`config.mk`:
```
export PLATFORM = sky130hd
export DESIGN_NAME = stepper_ctrl
export DESIGN_NICKNAME = d
export VERILOG_FILES = /design/src/hdl/stepper_pkg.sv /design/src/hdl/axis_if.sv /design/src/hdl/stepper_axis.sv /design/src/hdl/stepper_regs.sv /design/src/hdl/stepper_ctrl.sv
export VERILOG_INCLUDE_DIRS = /design/src /design/src/include
export SDC_FILE = /design/constraint.sdc
export NUM_CORES = 1
export LEC_CHECK = 0
export BUFFER_PORTS_ARGS = -buffer_cell sky130_fd_sc_hd__buf_2
export CORE_AREA = 2 2 165 167
export CTS_CLUSTER_DIAMETER = 50
export CTS_CLUSTER_SIZE = 8
export DETAILED_ROUTE_END_ITERATION = 10
export DIE_AREA = 0 0 167 169
export PLACE_DENSITY = 0.67
export SLEW_MARGIN = 20
export SYNTH_ARGS = -nofsm -noshare
export SYNTH_HDL_FRONTEND = slang
export SYNTH_SLANG_ARGS = --single-unit
```
`constraint.sdc`:
```
create_clock -name CLK -period 3.4 [get_ports CLK]
set_input_delay 0.51 -clock CLK [delete_from_list [all_inputs] [get_ports CLK]]
set_output_delay 0.51 -clock CLK [all_outputs]
set_load 0.02 [all_outputs]
```
`src/include/stepper_settings.svh`:
```
`ifndef STEPPER_SETTINGS_SVH
`define STEPPER_SETTINGS_SVH

`define STEPPER_ADDR_W      8
`define STEPPER_DATA_W      32

// Clocks per interval unit, small so moves stay short in simulation
`define STEPPER_PRESCALE    16

`define STEPPER_REG_CMD0    8'h00
`define STEPPER_REG_CMD1    8'h04
`define STEPPER_REG_STATUS  8'h08
`define STEPPER_REG_POS0    8'h0C
`define STEPPER_REG_POS1    8'h10

`endif

```
`src/hdl/stepper_pkg.sv`:
```
package stepper_pkg;

    // One move command as written over APB
    typedef struct packed {
        logic        reserved;   // Unused, reads back as written
        logic        hold;       // Keep coils on when idle
        logic        half;       // Half-step mode
        logic        dir;        // 1 walks the table backwards
        logic [11:0] interval;   // Step every (interval+1) prescaler periods
        logic [15:0] steps;      // Number of steps
    } axis_cmd_s;

    // Register block sees the raw word, the axis decodes the fields
    typedef union packed {
        logic [31:0] raw;
        axis_cmd_s   fld;
    } axis_cmd_u;

    // Coil drive pattern, a1 is the MSB
    typedef struct packed {
        logic a1;
        logic a2;
        logic b1;
        logic b2;
    } phase_s;

    typedef logic signed [15:0] pos_t;      // Position in half-steps
    typedef logic [2:0]         phase_idx_t; // Index into the phase table

endpackage

```
`src/hdl/axis_if.sv`:
```
// Command and status path between the register block and one axis
interface axis_if;

    stepper_pkg::axis_cmd_u cmd;    // Command word, valid with start
    logic                   start;  // One-cycle pulse
    logic                   busy;   // Move in progress
    stepper_pkg::pos_t      pos;    // Current position

    modport ctrl (
        output cmd,
        output start,
        input  busy,
        input  pos
    );

    modport axis (
        input  cmd,
        input  start,
        output busy,
        output pos
    );

endinterface

```
`src/hdl/stepper_axis.sv`:
```
`include "stepper_settings.svh"

module stepper_axis (
    input  logic                CLK,
    input  logic                rst_n,
    axis_if.axis                bus,
    output stepper_pkg::phase_s phase,
    output logic                pwm_a,
    output logic                pwm_b
);

    localparam int PRESC = `STEPPER_PRESCALE;
    localparam int PW    = (PRESC > 1) ? $clog2(PRESC) : 1;

    stepper_pkg::axis_cmd_u  cmd_q;
    stepper_pkg::phase_idx_t idx_q;
    stepper_pkg::phase_idx_t idx_next;
    stepper_pkg::pos_t       pos_q;
    stepper_pkg::pos_t       delta;
    logic [PW-1:0]           presc_cnt;
    logic [11:0]             ival_cnt;
    logic [15:0]             steps_left;
    logic                    busy_q;
    logic                    presc_wrap;
    logic                    step;

    // Half-step sequence, a1 a2 b1 b2
    function automatic stepper_pkg::phase_s phase_lut(stepper_pkg::phase_idx_t idx);
        case (idx)
            3'd0:    phase_lut = 4'b1010;
            3'd1:    phase_lut = 4'b0010;
            3'd2:    phase_lut = 4'b0110;
            3'd3:    phase_lut = 4'b0100;
            3'd4:    phase_lut = 4'b0101;
            3'd5:    phase_lut = 4'b0001;
            3'd6:    phase_lut = 4'b1001;
            default: phase_lut = 4'b1000;
        endcase
    endfunction

    assign presc_wrap = (presc_cnt == PW'(PRESC - 1));
    assign step       = busy_q && (steps_left != '0) && presc_wrap
                        && (ival_cnt == cmd_q.fld.interval);

    // Signed step size, also applied to the table index
    always_comb begin
        delta = cmd_q.fld.half ? 16'sd1 : 16'sd2;
        if (cmd_q.fld.dir) begin
            delta = -delta;
        end
    end

    assign idx_next = idx_q + delta[2:0];    // Wraps modulo 8

    // Command latch and step counter
    always_ff @(posedge CLK or negedge rst_n) begin
        if (!rst_n) begin
            cmd_q      <= '0;
            busy_q     <= 1'b0;
            steps_left <= '0;
        end else if (bus.start) begin
            cmd_q      <= bus.cmd;
            busy_q     <= 1'b1;
            steps_left <= bus.cmd.fld.steps;
        end else if (busy_q) begin
            if (steps_left == '0) begin
                busy_q <= 1'b0;                 // Empty move, one busy cycle
            end else if (step) begin
                steps_left <= steps_left - 16'd1;
                if (steps_left == 16'd1) begin
                    busy_q <= 1'b0;             // Drops on the last step
                end
            end
        end
    end

    // Prescaler and interval timer
    always_ff @(posedge CLK or negedge rst_n) begin
        if (!rst_n) begin
            presc_cnt <= '0;
            ival_cnt  <= '0;
        end else if (bus.start) begin
            presc_cnt <= '0;
            ival_cnt  <= '0;
        end else if (busy_q) begin
            if (presc_wrap) begin
                presc_cnt <= '0;
                ival_cnt  <= step ? 12'd0 : ival_cnt + 12'd1;
            end else begin
                presc_cnt <= presc_cnt + 1'b1;
            end
        end
    end

    // Phase index, position and registered coil pattern
    always_ff @(posedge CLK or negedge rst_n) begin
        if (!rst_n) begin
            idx_q <= '0;
            pos_q <= '0;
            phase <= 4'b1010;
        end else if (step) begin
            idx_q <= idx_next;
            pos_q <= pos_q + delta;
            phase <= phase_lut(idx_next);
        end
    end

    assign bus.busy = busy_q;
    assign bus.pos  = pos_q;

    // Coil enables follow the energized winding
    assign pwm_a = (busy_q | cmd_q.fld.hold) & (phase.a1 | phase.a2);
    assign pwm_b = (busy_q | cmd_q.fld.hold) & (phase.b1 | phase.b2);

endmodule

```
`src/hdl/stepper_regs.sv`:
```
`include "stepper_settings.svh"

module stepper_regs (
    input  logic                       CLK,
    input  logic                       rst_n,
    input  logic                       psel,
    input  logic                       penable,
    input  logic                       pwrite,
    input  logic [`STEPPER_ADDR_W-1:0] paddr,
    input  logic [`STEPPER_DATA_W-1:0] pwdata,
    output logic [`STEPPER_DATA_W-1:0] prdata,
    output logic                       pready,
    output logic                       pslverr,
    axis_if.ctrl                       ax0,
    axis_if.ctrl                       ax1
);

    localparam int DW = `STEPPER_DATA_W;

    stepper_pkg::axis_cmd_u cmd0_q;
    stepper_pkg::axis_cmd_u cmd1_q;
    logic                   start0_q;
    logic                   start1_q;
    logic                   access;
    logic                   wr;
    logic                   sel_cmd0;
    logic                   sel_cmd1;
    logic                   sel_status;
    logic                   sel_pos0;
    logic                   sel_pos1;
    logic                   mapped;
    logic                   busy0;
    logic                   busy1;
    logic                   go0;
    logic                   go1;
    logic                   wr_err;

    assign access = psel & penable;     // No wait states
    assign wr     = access & pwrite;

    assign sel_cmd0   = (paddr == `STEPPER_REG_CMD0);
    assign sel_cmd1   = (paddr == `STEPPER_REG_CMD1);
    assign sel_status = (paddr == `STEPPER_REG_STATUS);
    assign sel_pos0   = (paddr == `STEPPER_REG_POS0);
    assign sel_pos1   = (paddr == `STEPPER_REG_POS1);
    assign mapped     = sel_cmd0 | sel_cmd1 | sel_status | sel_pos0 | sel_pos1;

    // A start still in flight counts as busy
    assign busy0 = ax0.busy | start0_q;
    assign busy1 = ax1.busy | start1_q;

    assign go0 = wr & sel_cmd0 & ~busy0;
    assign go1 = wr & sel_cmd1 & ~busy1;

    // Busy axis or read-only target
    assign wr_err = wr & ((sel_cmd0 & busy0) | (sel_cmd1 & busy1)
                          | sel_status | sel_pos0 | sel_pos1);

    assign pready  = 1'b1;
    assign pslverr = (access & ~mapped) | wr_err;

    always_ff @(posedge CLK or negedge rst_n) begin
        if (!rst_n) begin
            start0_q <= 1'b0;
            start1_q <= 1'b0;
            cmd0_q   <= '0;
            cmd1_q   <= '0;
        end else begin
            start0_q <= go0;                 // Pulse one cycle after access
            start1_q <= go1;
            if (go0) begin
                cmd0_q.raw <= pwdata;
            end
            if (go1) begin
                cmd1_q.raw <= pwdata;
            end
        end
    end

    assign ax0.cmd   = cmd0_q;
    assign ax0.start = start0_q;
    assign ax1.cmd   = cmd1_q;
    assign ax1.start = start1_q;

    // Readback mux
    always_comb begin
        case (paddr)
            `STEPPER_REG_CMD0:   prdata = cmd0_q.raw;
            `STEPPER_REG_CMD1:   prdata = cmd1_q.raw;
            `STEPPER_REG_STATUS: prdata = DW'({ax1.busy, ax0.busy});
            `STEPPER_REG_POS0:   prdata = DW'(ax0.pos);   // Sign extended
            `STEPPER_REG_POS1:   prdata = DW'(ax1.pos);
            default:             prdata = '0;
        endcase
    end

endmodule

```
`src/hdl/stepper_ctrl.sv`:
```
`include "stepper_settings.svh"

module stepper_ctrl (
    input  logic                       CLK,
    input  logic                       rst_n,
    input  logic                       psel,
    input  logic                       penable,
    input  logic                       pwrite,
    input  logic [`STEPPER_ADDR_W-1:0] paddr,
    input  logic [`STEPPER_DATA_W-1:0] pwdata,
    output logic [`STEPPER_DATA_W-1:0] prdata,
    output logic                       pready,
    output logic                       pslverr,
    output logic                       phase0_a1,
    output logic                       phase0_a2,
    output logic                       phase0_b1,
    output logic                       phase0_b2,
    output logic                       pwm0_a,
    output logic                       pwm0_b,
    output logic                       phase1_a1,
    output logic                       phase1_a2,
    output logic                       phase1_b1,
    output logic                       phase1_b2,
    output logic                       pwm1_a,
    output logic                       pwm1_b
);

    axis_if ax0_if ();
    axis_if ax1_if ();

    stepper_regs u_regs (
        .CLK     (CLK),
        .rst_n   (rst_n),
        .psel    (psel),
        .penable (penable),
        .pwrite  (pwrite),
        .paddr   (paddr),
        .pwdata  (pwdata),
        .prdata  (prdata),
        .pready  (pready),
        .pslverr (pslverr),
        .ax0     (ax0_if.ctrl),
        .ax1     (ax1_if.ctrl)
    );

    stepper_axis u_axis0 (
        .CLK   (CLK),
        .rst_n (rst_n),
        .bus   (ax0_if.axis),
        .phase ({phase0_a1, phase0_a2, phase0_b1, phase0_b2}),
        .pwm_a (pwm0_a),
        .pwm_b (pwm0_b)
    );

    stepper_axis u_axis1 (
        .CLK   (CLK),
        .rst_n (rst_n),
        .bus   (ax1_if.axis),
        .phase ({phase1_a1, phase1_a2, phase1_b1, phase1_b2}),
        .pwm_a (pwm1_a),
        .pwm_b (pwm1_b)
    );

endmodule

```
* Word level (Yosys, flattened, before mapping)
Cells that the tools add are included.
** Storage, ports and cells
- Output and inout port bits :: 46
- Register bits after elaboration :: 240
- Bits of input ports :: 45
- Word-level logic and storage cells :: 158
** Cells by class
- Add/subtract/negate cells :: 12
- Mux-type cells :: 39
- Equality and inequality tests :: 24
- Reductions and logical operators :: 23
- Bitwise gates (word level) :: 34
** Operators with widths (number)
- $mux W16 :: 10
- $pmux W32 S5 :: 1
- $mux W12 :: 8
- $pmux W4 S7 :: 2
- $add A16 B16 Y16 :: 2
- $eq A16 B1 Y1 const B :: 2
- $logic_not A16 Y1 :: 2
- $neg A16 Y16 :: 2
- $reduce_bool A16 Y1 :: 2
- $sub A16 B1 Y16 const B :: 2
- $add A12 B1 Y12 const B :: 2
- $eq A12 B12 Y1 :: 2
- $mux W4 :: 6
- $eq A3 B3 Y1 const B :: 6
- $or A1 B1 Y1 :: 17
- $eq A8 B4 Y1 const B :: 2
- $and A1 B1 Y1 :: 14
- $eq A3 B2 Y1 const B :: 4
- $reduce_bool A2 Y1 :: 6
- $mux W1 :: 10
- $add A4 B1 Y4 const B :: 2
- $eq A4 B4 Y1 const B :: 2
- $eq A8 B3 Y1 const B :: 1
- $eq A8 B5 Y1 const B :: 1
- other kinds (10) :: 24

* Logic depth before layout (Yosys ltp)
- Depth after elaboration :: 8
- Gate-level depth with buffers :: 10
- Depth with buffers taken out :: 8

* Hierarchy
A second synthesis with hierarchy kept.
** Second synthesis, totals
- Cell total of the unflattened synthesis :: 1068
- Area total of the unflattened synthesis :: 11652.4 um2
** By module, submodules not included
- stepper_axis at u_axis1 :: sequential area each 1779.2 um2, cells an instance 416, instances 1, area each 4103.9 um2
- stepper_axis at u_axis0 :: sequential area each 1779.2 um2, cells an instance 406, instances 1, area each 4033.9 um2
- stepper_regs :: sequential area each 1651.6 um2, cells an instance 246, instances 1, area each 3514.6 um2

* Least setup slack after synthesis
Ideal clock, no wire load.
- Path type :: input -> output
- Start point :: in paddr[1]
- End point :: out prdata[15]
- Data required time :: 2.890 ns
- Stages :: 7
- Arrival time :: 2.335 ns
- Path buffers :: 2
- Slack :: 0.555 ns
- Cells stage by stage :: or4_4 nor3_1 and3_1 clkbuf_1 a22o_1 clkbuf_1 a221o_1
** Between the ends
- Word-level cells in the longest chain between the ends :: 2
- Elaborated cells on any way between the ends :: 6
- Those cells by class :: 4 x eq/ne; 1 x mux; 1 x reduce/logical
** Ends and longest elaborated chain
- start: declaration :: line stepper_ctrl.sv:9 : input logic [`STEPPER_ADDR_W-1:0] paddr,
- $eq A8 B5 Y1 (tied with other cells) :: line stepper_regs.sv:87 : case (paddr)
- $pmux W32 S5 * :: line stepper_regs.sv:87
- end: declaration :: line stepper_ctrl.sv:11 : output logic [`STEPPER_DATA_W-1:0] prdata,
Mark *: on every way between the ends. The rest lies on a longest branch, timed or not.

* Worst setup path in the final report
- Start point :: in paddr[1]
- End point :: out prdata[4]
Same word-level chain as after synthesis.

==> reports/metrics.cfg <==
[drt]
firstDrtPassIters = 9
drcViolationCount = 0
detail_route.vias_per_cell = 5.64
drtIter0Drc = 629
vias = 8627
wl_um = 28800
wl_per_cell_um = 18.8
final_antenna_net_count = 0

[layout]
fin_util = 0.495
layout.nets = 1252
drive_gt1_frac = 0.231
area_growth_pct = 16.5

[sta]
relSlewSlack = 0.456
fmax_ghz = 0.332
hold_violations = 7
fin_worst_skew_ps = 15.0
fin_crit_ps = 3010
rsz0062_at_grt = false
finalSetupViolations = 0
tightest_slew_ps = 808
slew_viol_final = 0
whs_ps = -17.6
fin_tns_setup_ps = 0
fin_crit_sh = 0.886

[setup_path]
timing.rr.end = u_axis1.bus.pos[15]
worstPathArrival_ps = 2500
end_kind = primary output
critical_path_class = primary input to primary output
rrSetupSlack_ps = 650
reg2reg_depth = 8
cp_max_fo = 12
required_ps = 2890
start_kind = primary input
r2r-start = u_axis1.cmd_q[28]

[die]
coreArea_um2 = 26500
rows = 60
die_area_um2 = 28200
die_h_um = 169
io_pins = 91
dieWidth_um = 167
start_util = 0.425

[global_route]
track_usage = 0.204
grt_pass1_vias = 8255
grt_overflow = 0
grt_max_degree = 85
grt_pass1_wl_um = 46300
antenna_found_initial = 2

[power_and_ir_drop]
p_leak_nw = 6.49
ir_drop_v = 0.000385
finalPower_w = 0.00569
pwr_density_cell_nw_per_um2 = 434

[placement]
portBuffers = 89
gp_congestion = 0.849
dpl.hpwl_um = 20600

[clock_network]
clk-insertion-delay-late_ps = 560
cts_sinks = 208
cts-resized-gates = 0
clkTransAtPathRegs_ps = 50
hold_buffers = 0
post_cts_buffers = 0
h-tree-depth = 1
cts_made_buffers = 31
cts_root_buf = clkbuf_16
cts_tree = yes
clock_path_buffers = 3

[logic_synthesis]
ys_seq_elements = 208
synth-edff-count = 0
synth-seq-area-share = 0.463
synth_fp_nets = 1152
ys_async_sr_fraction = 1.00
ys_types = 65
synthFlopType = dfrtp_1
syn_inst = 1063
netlist_area_um2 = 11300
postSynthAreaPerCell_um2 = 10.6
yosys_warnings = 0

[run_status]
violations = negative hold slack
status = finished, violations left

[run]
max-cap-violations = 0

[worst_hold_path]
hold_path.class = primary input to async pin

==> Yosys cell counts (all sizes together), types with 21 or more instances <==
cell | instances | share of area
xor2 | 59 | 0.046
ha | 40 | 0.044
dfrtp | 204 | 0.45
nand2 | 128 | 0.043
clkbuf | 34 | 0.011
o21ai | 74 | 0.033
nor3 | 21 | 0.0098
xnor2 | 49 | 0.038
nand4 | 27 | 0.015
a21oi | 28 | 0.012
nor2 | 59 | 0.020
nand3 | 33 | 0.015
mux2 | 105 | 0.10
==> power breakdown <==
part	switching (W)	internal, W
combinational	0.0000829	0.0000393
clock	0.00113	0.00193
sequential	0.0000151	0.00249
==> final cells by class <==
class                   count  area, um^2
clock buffers              53         858
repair buffers            117         689
diodes                      1        2.50
inverters                  13        48.8
fillers                  2412       13400
multi-input cells         792        5770
well taps                 341         427
clock inverters             5         115
flip-flops and latches    208        5210
==> sequential cells by signal, summed over array words and instances (netlist names), 3 cells and up <==
name                flops
u_regs.ax0.cmd         32
u_regs.ax1.cmd         32
u_axis0.bus.pos        16
u_axis0.steps_left     16
u_axis1.bus.pos        16
u_axis1.steps_left     16
u_axis0.cmd_q          15
u_axis1.cmd_q          15
u_axis0.ival_cnt       12
u_axis1.ival_cnt       12
u_axis0.phase           4
u_axis0.presc_cnt       4
u_axis1.phase           4
u_axis1.presc_cnt       4
u_axis0.idx_q           3
u_axis1.idx_q           3
==> cell usage in the layout (no fill, tap or decap), types with 3 or more instances in the layout <==
cell type,Yosys,routed
dfrtp_1,204,202
nand2_1,127,127
mux2_2,105,105
buf_2,4,88
o21ai_0,73,73
xor2_1,59,59
nor2_1,59,58
xnor2_1,49,49
ha_1,40,40
nand3_1,33,33
clkbuf_16,0,31
a21oi_1,28,28
nand4_1,27,27
buf_4,7,26
clkbuf_1,34,22
nor3_1,20,20
a221o_1,20,20
inv_1,13,13
a222oi_1,13,13
a21o_1,13,13
mux2i_1,11,11
and3_1,9,9
nor4_1,8,8
nand2b_1,7,7
o211ai_1,6,6
nand4b_1,6,6
or4_1,5,5
nor2b_1,5,5
and4_1,5,5
o22a_1,4,4
or3_1,4,4
o31ai_1,4,4
fa_1,4,4
dfstp_2,4,4
nor4_2,3,3
and2_1,3,3
a211oi_1,3,3
a31oi_1,3,3
o2111ai_1,3,3
bufinv_16,0,3
==> worst max-delay path, cell delays in order <==
cell and delay, ps:
buf_2 100, or4_4 550, or3_4 380, nor3_4 310
buf_4 280, a222oi_1 100, nand2_1 100, buf_2 170
==> worst max-delay path by stage <==
stage / from / endpoint / slack, ps / cells past startpoint
6_report: paddr[1] / prdata[4] / 390 / 8
5_1_grt: paddr[1] / prdata[16] / 350 / 7
4_1_cts: paddr[1] / prdata[20] / 430 / 7
3_5_place_dp: paddr[1] / u_regs.ax1.cmd[11] / 440 / 9
3_3_place_gp: paddr[1] / u_regs.ax1.cmd[5] / 480 / 9
2_1_floorplan: paddr[1] / prdata[15] / 560 / 7
==> cells by family (layout without fill, tap and decap cells) <==
kind of cell,after synthesis,after routing,share of synthesized area
simple gates,332,332,0.147
flops,208,208,0.463
compound gates,191,191,0.114
mux,116,116,0.115
xor+xnor,108,108,0.0840
buf+inv,63,188,0.0258
fa+ha+maj,44,44,0.0516
other cells,1,2,0.000333
==> through the flow <==
step,setup WS (ps),cell area [um^2],instances
detailed placement,435,12100,1471
CTS,430,13100,1529
floorplan,555,11300,1063
global route,346,13100,1529
finish,388,13100,1530
global placement,475,12100,1471
==> per-layer routing <==
metal / share of wire / track usage
met5: 0.00045 / 0
met4: 0.024 / 0.0551
met3: 0.071 / 0.0458
met2: 0.43 / 0.307
met1: 0.47 / 0.297
No activity file was read; power rests on OpenSTA's default activity.
